--- config.mk ---
export PLATFORM = sky130hd
export DESIGN_NAME = note_recognizer
export DESIGN_NICKNAME = d
export VERILOG_FILES = /design/src/hdl/note_pkg.sv /design/src/hdl/match_reporter.sv /design/src/hdl/melody_matcher.sv /design/src/hdl/note_classifier.sv /design/src/hdl/note_filter.sv /design/src/hdl/note_recognizer.sv /design/src/hdl/period_meter.sv
export SDC_FILE = /design/constraint.sdc
export NUM_CORES = 1
export LEC_CHECK = 0
export ABC_AREA = 1
export CORE_UTILIZATION = 46
export CTS_CLUSTER_DIAMETER = 80
export DETAILED_ROUTE_END_ITERATION = 16
export DONT_BUFFER_PORTS = 1
export PLACE_DENSITY = 0.72
export SLEW_MARGIN = 5
export SYNTH_ARGS = -nofsm -noshare
export SYNTH_HDL_FRONTEND = slang
export SYNTH_HIERARCHICAL = 1
export SYNTH_SLANG_ARGS = --single-unit
--- constraint.sdc ---
create_clock -name clk -period 7.05 [get_ports clk]
set_input_delay 1.0575 -clock clk [delete_from_list [all_inputs] [get_ports clk]]
set_output_delay 1.0575 -clock clk [all_outputs]
set_load 0.01 [all_outputs]
--- src/hdl/note_pkg.sv ---
package note_pkg;

    // ----------------------------------------
    // Notes
    // ----------------------------------------

    typedef enum logic [3:0]
    {
        NOTE_NONE,
        NOTE_C,
        NOTE_CS,
        NOTE_D,
        NOTE_DS,
        NOTE_E,
        NOTE_F,
        NOTE_FS,
        NOTE_G,
        NOTE_GS,
        NOTE_A,
        NOTE_AS,
        NOTE_B
    } note_t;

    localparam int N_NOTES = 12;

    // Base octave in hundredths of a hertz
    localparam int FREQ_100 [N_NOTES] = '{
        26163, 27718, 29366, 31113, 32963, 34923,
        36999, 39200, 41530, 44000, 46616, 49388
    };

    // ----------------------------------------
    // Sampling and timing
    // ----------------------------------------

    localparam int                  SAMPLE_W    = 16;
    localparam logic [SAMPLE_W-1:0] THRESHOLD   = 16'h1100;
    localparam int                  PERIOD_W    = 20;       // Saturates at all ones
    localparam int                  CLK_HZ      = 1_000_000;
    localparam int                  WIN_LO_PCT  = 96;
    localparam int                  WIN_HI_PCT  = 104;
    localparam int                  STABLE_BITS = 10;       // 18 at 50 MHz

    // Period in clocks at octave multiple mult scaled by pct percent
    // Division before scaling rounds the window edges down
    function automatic logic [PERIOD_W-1:0] period_bound(input int f_100, input int mult,
                                                         input int pct);
        longint base;
        base = longint'(CLK_HZ) * 100 / (f_100 * mult);
        return PERIOD_W'(base * pct / 100);
    endfunction

    // ----------------------------------------
    // Melodies
    // ----------------------------------------

    localparam int                N_MELODIES = 3;
    localparam int                MAX_LEN    = 12;
    localparam int                STEP_W     = 4;
    localparam logic [STEP_W-1:0] RECOGNIZED = 4'hF;
    localparam int                MATCH_ID_W = 2;

    localparam int MELODY_LEN [N_MELODIES] = '{5, 9, 12};

    localparam note_t MELODY_NOTES [N_MELODIES][MAX_LEN] = '{
        '{NOTE_C, NOTE_A, NOTE_D, NOTE_C, NOTE_A, NOTE_NONE,        // Simple sequence
          NOTE_NONE, NOTE_NONE, NOTE_NONE, NOTE_NONE, NOTE_NONE, NOTE_NONE},
        '{NOTE_E, NOTE_DS, NOTE_E, NOTE_DS, NOTE_E, NOTE_B,         // Fur Elise
          NOTE_D, NOTE_C, NOTE_A, NOTE_NONE, NOTE_NONE, NOTE_NONE},
        '{NOTE_G, NOTE_C, NOTE_DS, NOTE_D, NOTE_C, NOTE_DS,         // Godfather
          NOTE_C, NOTE_D, NOTE_C, NOTE_GS, NOTE_AS, NOTE_G}
    };

endpackage

--- src/hdl/match_reporter.sv ---
module match_reporter
(
    input  logic                            clk,
    input  logic                            reset,
    input  logic [note_pkg::N_MELODIES-1:0] i_recognized,
    output logic                            o_match,
    output logic [note_pkg::MATCH_ID_W-1:0] o_match_id
);

    import note_pkg::*;

    logic [N_MELODIES-1:0] prev_rec;
    logic [N_MELODIES-1:0] rose;        // Newly recognized this cycle
    logic [MATCH_ID_W-1:0] low_id;

    assign rose = i_recognized & ~prev_rec;

    always_comb
    begin
        low_id = '0;
        for (int i = N_MELODIES - 1; i >= 0; i--)
        begin
            if (rose[i])
                low_id = MATCH_ID_W'(i);
        end
    end

    always_ff @(posedge clk or posedge reset)
    begin
        if (reset)
        begin
            prev_rec   <= '0;
            o_match    <= 1'b0;
            o_match_id <= '0;
        end
        else
        begin
            prev_rec <= i_recognized;
            o_match  <= |rose;          // One cycle per rise
            if (|rose)
                o_match_id <= low_id;
        end
    end

endmodule

--- src/hdl/melody_matcher.sv ---
module melody_matcher
#(
    parameter int MELODY = 0
)
(
    input  logic                        clk,
    input  logic                        reset,
    input  note_pkg::note_t             i_note,
    output logic [note_pkg::STEP_W-1:0] o_step,
    output logic                        o_recognized
);

    import note_pkg::*;

    localparam int LEN = MELODY_LEN[MELODY];

    note_t expected;

    // Nothing left to match once recognized
    assign expected = (o_step < STEP_W'(LEN)) ? MELODY_NOTES[MELODY][o_step] : NOTE_NONE;

    always_ff @(posedge clk or posedge reset)
    begin
        if (reset)
            o_step <= '0;
        else if (o_step != RECOGNIZED && i_note == expected)
        begin
            if (o_step == STEP_W'(LEN - 1))
                o_step <= RECOGNIZED;   // Last note heard
            else
                o_step <= o_step + 1'b1;
        end
    end

    assign o_recognized = (o_step == RECOGNIZED);

endmodule

--- src/hdl/note_classifier.sv ---
module note_classifier
(
    input  logic [note_pkg::PERIOD_W-1:0] i_period,
    output note_pkg::note_t               o_raw_note
);

    import note_pkg::*;

    logic [N_NOTES-1:0] hit;

    // ----------------------------------------
    // Window checks over three octaves per note
    // ----------------------------------------

    for (genvar n = 0; n < N_NOTES; n++)
    begin : g_note
        logic [2:0] oct_hit;

        for (genvar k = 0; k < 3; k++)
        begin : g_oct
            localparam logic [PERIOD_W-1:0] LO = period_bound(FREQ_100[n], 1 << k, WIN_LO_PCT);
            localparam logic [PERIOD_W-1:0] HI = period_bound(FREQ_100[n], 1 << k, WIN_HI_PCT);

            assign oct_hit[k] = (i_period > LO) && (i_period < HI);
        end

        assign hit[n] = |oct_hit;
    end

    // ----------------------------------------
    // Priority encode with the lowest note winning
    // ----------------------------------------

    always_comb
    begin
        o_raw_note = NOTE_NONE;
        for (int n = N_NOTES - 1; n >= 0; n--)
        begin
            if (hit[n])
                o_raw_note = note_t'(n + 1);
        end
    end

endmodule

--- src/hdl/note_filter.sv ---
module note_filter
(
    input  logic            clk,
    input  logic            reset,
    input  note_pkg::note_t i_raw_note,
    output note_pkg::note_t o_note
);

    import note_pkg::*;

    note_t                  d_note;     // Raw note delayed by one cycle
    logic [STABLE_BITS-1:0] run_cnt;    // Clocks without a change

    always_ff @(posedge clk or posedge reset)
    begin
        if (reset)
        begin
            d_note  <= NOTE_NONE;
            run_cnt <= '0;
            o_note  <= NOTE_NONE;
        end
        else
        begin
            d_note <= i_raw_note;

            if (i_raw_note == d_note)
                run_cnt <= run_cnt + 1'b1;
            else
                run_cnt <= '0;

            // Accept the note once stable long enough
            if (&run_cnt)
                o_note <= d_note;
        end
    end

endmodule

--- src/hdl/note_recognizer.sv ---
module note_recognizer
(
    input  logic                                              clk,
    input  logic                                              reset,
    input  logic [note_pkg::SAMPLE_W-1:0]                     i_sample,
    output note_pkg::note_t                                   o_note,
    output logic [note_pkg::N_MELODIES*note_pkg::STEP_W-1:0] o_steps,
    output logic [note_pkg::N_MELODIES-1:0]                   o_recognized,
    output logic                                              o_match,
    output logic [note_pkg::MATCH_ID_W-1:0]                   o_match_id
);

    import note_pkg::*;

    logic [PERIOD_W-1:0] period;
    note_t               raw_note;

    // ----------------------------------------
    // Pitch detection
    // ----------------------------------------

    period_meter u_meter
    (
        .clk      (clk),
        .reset    (reset),
        .i_sample (i_sample),
        .o_period (period)
    );

    note_classifier u_classifier
    (
        .i_period   (period),
        .o_raw_note (raw_note)
    );

    note_filter u_filter
    (
        .clk        (clk),
        .reset      (reset),
        .i_raw_note (raw_note),
        .o_note     (o_note)
    );

    // ----------------------------------------
    // One matcher per melody
    // ----------------------------------------

    for (genvar m = 0; m < N_MELODIES; m++)
    begin : g_matcher
        melody_matcher #(.MELODY(m)) u_matcher
        (
            .clk          (clk),
            .reset        (reset),
            .i_note       (o_note),
            .o_step       (o_steps[m*STEP_W +: STEP_W]),
            .o_recognized (o_recognized[m])
        );
    end

    match_reporter u_reporter
    (
        .clk          (clk),
        .reset        (reset),
        .i_recognized (o_recognized),
        .o_match      (o_match),
        .o_match_id   (o_match_id)
    );

endmodule

--- src/hdl/period_meter.sv ---
module period_meter
(
    input  logic                          clk,
    input  logic                          reset,
    input  logic [note_pkg::SAMPLE_W-1:0] i_sample,
    output logic [note_pkg::PERIOD_W-1:0] o_period
);

    import note_pkg::*;

    logic [SAMPLE_W-1:0] prev_sample;
    logic [PERIOD_W-1:0] counter;
    logic                crossing;

    // Rising crossing of the threshold
    assign crossing = (i_sample >= THRESHOLD) && (prev_sample < THRESHOLD);

    always_ff @(posedge clk or posedge reset)
    begin
        if (reset)
        begin
            prev_sample <= '0;
            counter     <= '0;
            o_period    <= '0;
        end
        else
        begin
            prev_sample <= i_sample;

            if (crossing)
            begin
                o_period <= counter;    // Clocks since last crossing
                counter  <= '0;
            end
            else if (counter != '1)     // Hold at max on silence
            begin
                counter <= counter + 1'b1;
            end
        end
    end

endmodule

==> run summary <==
Outcome = complete, no violations
Fraction of synthesized cell area taken by the top area cell type = 29.12%
Worst skew pair latency = 0.35 ns
Proportion of synthesized area in mux cells = 0%
Worst-margin pin slew = 0.9866 ns
Critical R2R Launch = u_meter/o_period[18]$_DFFE_PP0P_
Startpoint type of the worst setup path = register
Initial DRT Pass Iterations = 7
Async SR Flop Fraction = 100.0%
Clk sinks = 84
Drt drc = 0
Setup bufs post-CTS = 0
Core Box Area = 0.01526 mm²
CTS resizes = 0
Kind of critical path = reg -> reg
Clock transition at path regs = 0.06 ns
Pin count of the biggest net entering global routing = 55
Vias/cell = 5.593
First DRT Iteration DRCs = 724
HPWL Detailed = 17510 µm
Area after DPL = 0.007351 mm²
Post-Synth XOR/XNOR Area = 1.092%
Largest cells by area after synthesis = dfrtp_1 (29%), nand2_1 (16%), nand3_1 (7.1%), nor2_1 (7.1%), inv_1 (6.3%)
Mapped Nets = 1152
Synth Area in Adders = 3.813%
Initial Util = 47.31%
RR Endpoint = u_filter/run_cnt[4]$_DFF_PP0_
GPL Wtd Cong = 1.023
Total grt overflow = 0
Power Total = 1860 µW
Crit path max-delay cell type = nor2_4
Slew headroom = 34.13%
Required @ worst endpoint = 7.33 ns
Worst vdd ir = 180.7 µV
Worst path depth = 18
Setup crit end kind = register
Avg Synthesized Cell Area = 6.492 µm²
Max-Cap Viols = 0
P_leak = 0.003810 µW
Critical-path cell list = nor2_1 > nand2_1 > nor2_4 > nand2_1 > inv_1 > nand2_1 > nor2_1 > o311ai_1 > and3_1 > nand2_1 > nor2_2 > a21oi_1 > inv_1 > nand2_1 > nand2_1 > nor2_2 > nand2_2 > nor2_1
Final Hold Fails = 0
CTS buffer count = 9
CP Buf/Inv Count = 2
Post-DR wirelength/cell = 17.09 µm
Total die area = 0.01620 mm²
ANT nets after route = 0
Diode count = 0
Drt total wl = 22560 µm
Worst Path Arrival = 3.90 ns
Period utilisation layout = 51.35%
Die X-Extent = 127.3 µm
CP most frequent cell = nand2_1
Largest delay contributor family on the critical path = simple AND/OR/NAND/NOR gates
Non-Filler Instances = 1320
Root buffer cell = clkbuf_16
RSZ-0062 raised after global routing = no
Synthesized flop and latch total = 84
First-pass GRT wire length = 35560 µm
Hold crit path type = in -> async
Cell Rows = 45
Minimum hold slack = 0.4774 ns
EDFF count, synth = 0
# fillers = 1559
P&R area growth vs syn = 5.997%
CP endpoint = u_filter/run_cnt[4]$_DFF_PP0_
Setup Skew = 0.007752 ns
CTS tree = done
Final Setup Violations = 0
Slowest stage delay, CP = 0.63 ns
Fmax achieved = 0.2762 GHz
Syn Std Cell Area = 0.007219 mm²
Post-synthesis cell type count = 50
Inst Count DP = 1304
Total Neg Setup Slack = 0 ns
Leading area contributor after synthesis = dfrtp_1
CTS Hold Bufs = 0
Synth Area in Compound Gates = 9.428%
Tot GR Track Use = 28.57%
P per Cell Area = 243.1 mW/mm²
Commonest cells after routing, fill and taps aside = nand2_1 (315), nor2_1 (136), inv_1 (121), nand3_1 (102), dfrtp_1 (84)
Final slew viol count = 0
Number of global-route vias before repair = 6712
DR vias = 7383
Layout cell share with drive strength beyond 1 = 12.71%
H-tree depth = 3
Worst reg-to-reg setup slack = 3.43 ns
Final min period = 3.620 ns
Crit path from = u_meter/o_period[18]$_DFFE_PP0P_
Layout Nets = 1144
IO buf count = 0
Post-layout instance area = 0.007652 mm²
Most common cell after layout, fill and taps aside = nand2_1
Critical path peak fanout = 32
Simple-gate area share of the yosys netlist = 46.53%
Synth Flop Type = dfrtp_1
Cells on worst reg2reg path = 18
Ys Warns = 6
CTS Buffer Depth = 2
Largest family of logic cells by synthesized area = simple AND/OR/NAND/NOR gates
I/O pin count = 40
Syn Inst Count = 1112
Initial antenna violation count = 0
Register area share after synthesis = 29.12%
Chip Height = 127.3 µm
==> worst reg2reg max path: cells and delay by family (launching register included) <==
kind	cells	cell delay, ns
AOI/OAI and AO/OA	2	0.37
buffers and inverters	2	0.29
and+or+nand+nor	14	2.47
DFF	1	0.43
==> registers in the layout, indices dropped and copies added (netlist names) <==
name and flops:
g_matcher.u_matcher/o_step 12, u_filter/d_note 4, u_filter/o_note 4, u_filter/run_cnt 10, u_meter/counter 20, u_meter/o_period 20, u_meter/prev_sample 8, u_reporter/o_match 1
u_reporter/o_match_id 2, u_reporter/prev_rec 3
==> worst min path at each step <==
stage                                                from                                            to  slack, ns  cells after the start
final                                               reset  g_matcher[1].u_matcher/o_step[1]$_DFFE_PP0P_       0.48                      1
after CTS                                           reset  g_matcher[2].u_matcher/o_step[1]$_DFFE_PP0P_       0.47                      1
after global placement      u_filter/run_cnt[0]$_DFF_PP0_                 u_filter/run_cnt[0]$_DFF_PP0_       0.47                      1
after global routing                                reset  g_matcher[2].u_matcher/o_step[1]$_DFFE_PP0P_       0.48                      1
after floorplan           u_meter/o_period[1]$_DFFE_PP0P_               u_meter/o_period[1]$_DFFE_PP0P_       0.44                      2
after detailed placement    u_filter/run_cnt[0]$_DFF_PP0_                 u_filter/run_cnt[0]$_DFF_PP0_       0.49                      1
==> cells by family after synthesis <==
logic type,count (synthesis)
simple gates,711
buf+inv,169
compound gates,117
flops,84
fa+ha+maj,22
xor+xnor,9
==> synthesized netlist by cell type, types with 20 or more instances <==
cell,number
ha_1,22
o21ai_0,42
dfrtp_1,84
nand3_1,102
a21oi_1,33
nand2_1,315
inv_2,20
nand4_1,32
nand2_2,30
nor2_2,20
nor2_1,136
nor3_1,20
inv_1,122
==> stage by stage <==
stage	util (%)	worst slack, ns
after global placement	48.18	3.552
after global routing	50.15	3.131
final	50.15	3.430
after floorplan	-	4.699
after detailed placement	48.18	3.544
after CTS	50.15	3.505
==> layout make-up <==
| type | count | area (µm²) | area share (%) |
|---|---|---|---|
| Multi-Input combinational cell | 859 | 4394 | 57.42 |
| Sequential cell | 84 | 2102 | 27.47 |
| Timing Repair Buffer | 1 | 7.507 | 0.09810 |
| Inverter | 149 | 583.1 | 7.619 |
| Tap cell | 211 | 264.0 | 3.450 |
| Clock buffer | 10 | 229.0 | 2.992 |
| Clock inverter | 6 | 72.57 | 0.9483 |
==> where the power goes <==
part	switching (µW)	total (µW)	internal (µW)
clock network	199	477	279
logic	547	718	171
registers	126	665	539
total	871	1860	989
==> metal layers <==
layer	routed length (µm)	track usage (%)	vias up
li1	-	-	3579
met1	9291	36.78	3357
met2	10150	45.19	376
met3	2102	6.240	71
met4	1023	14.50	0
met5	0	0	-
No activity file was read; power rests on OpenSTA's default activity.
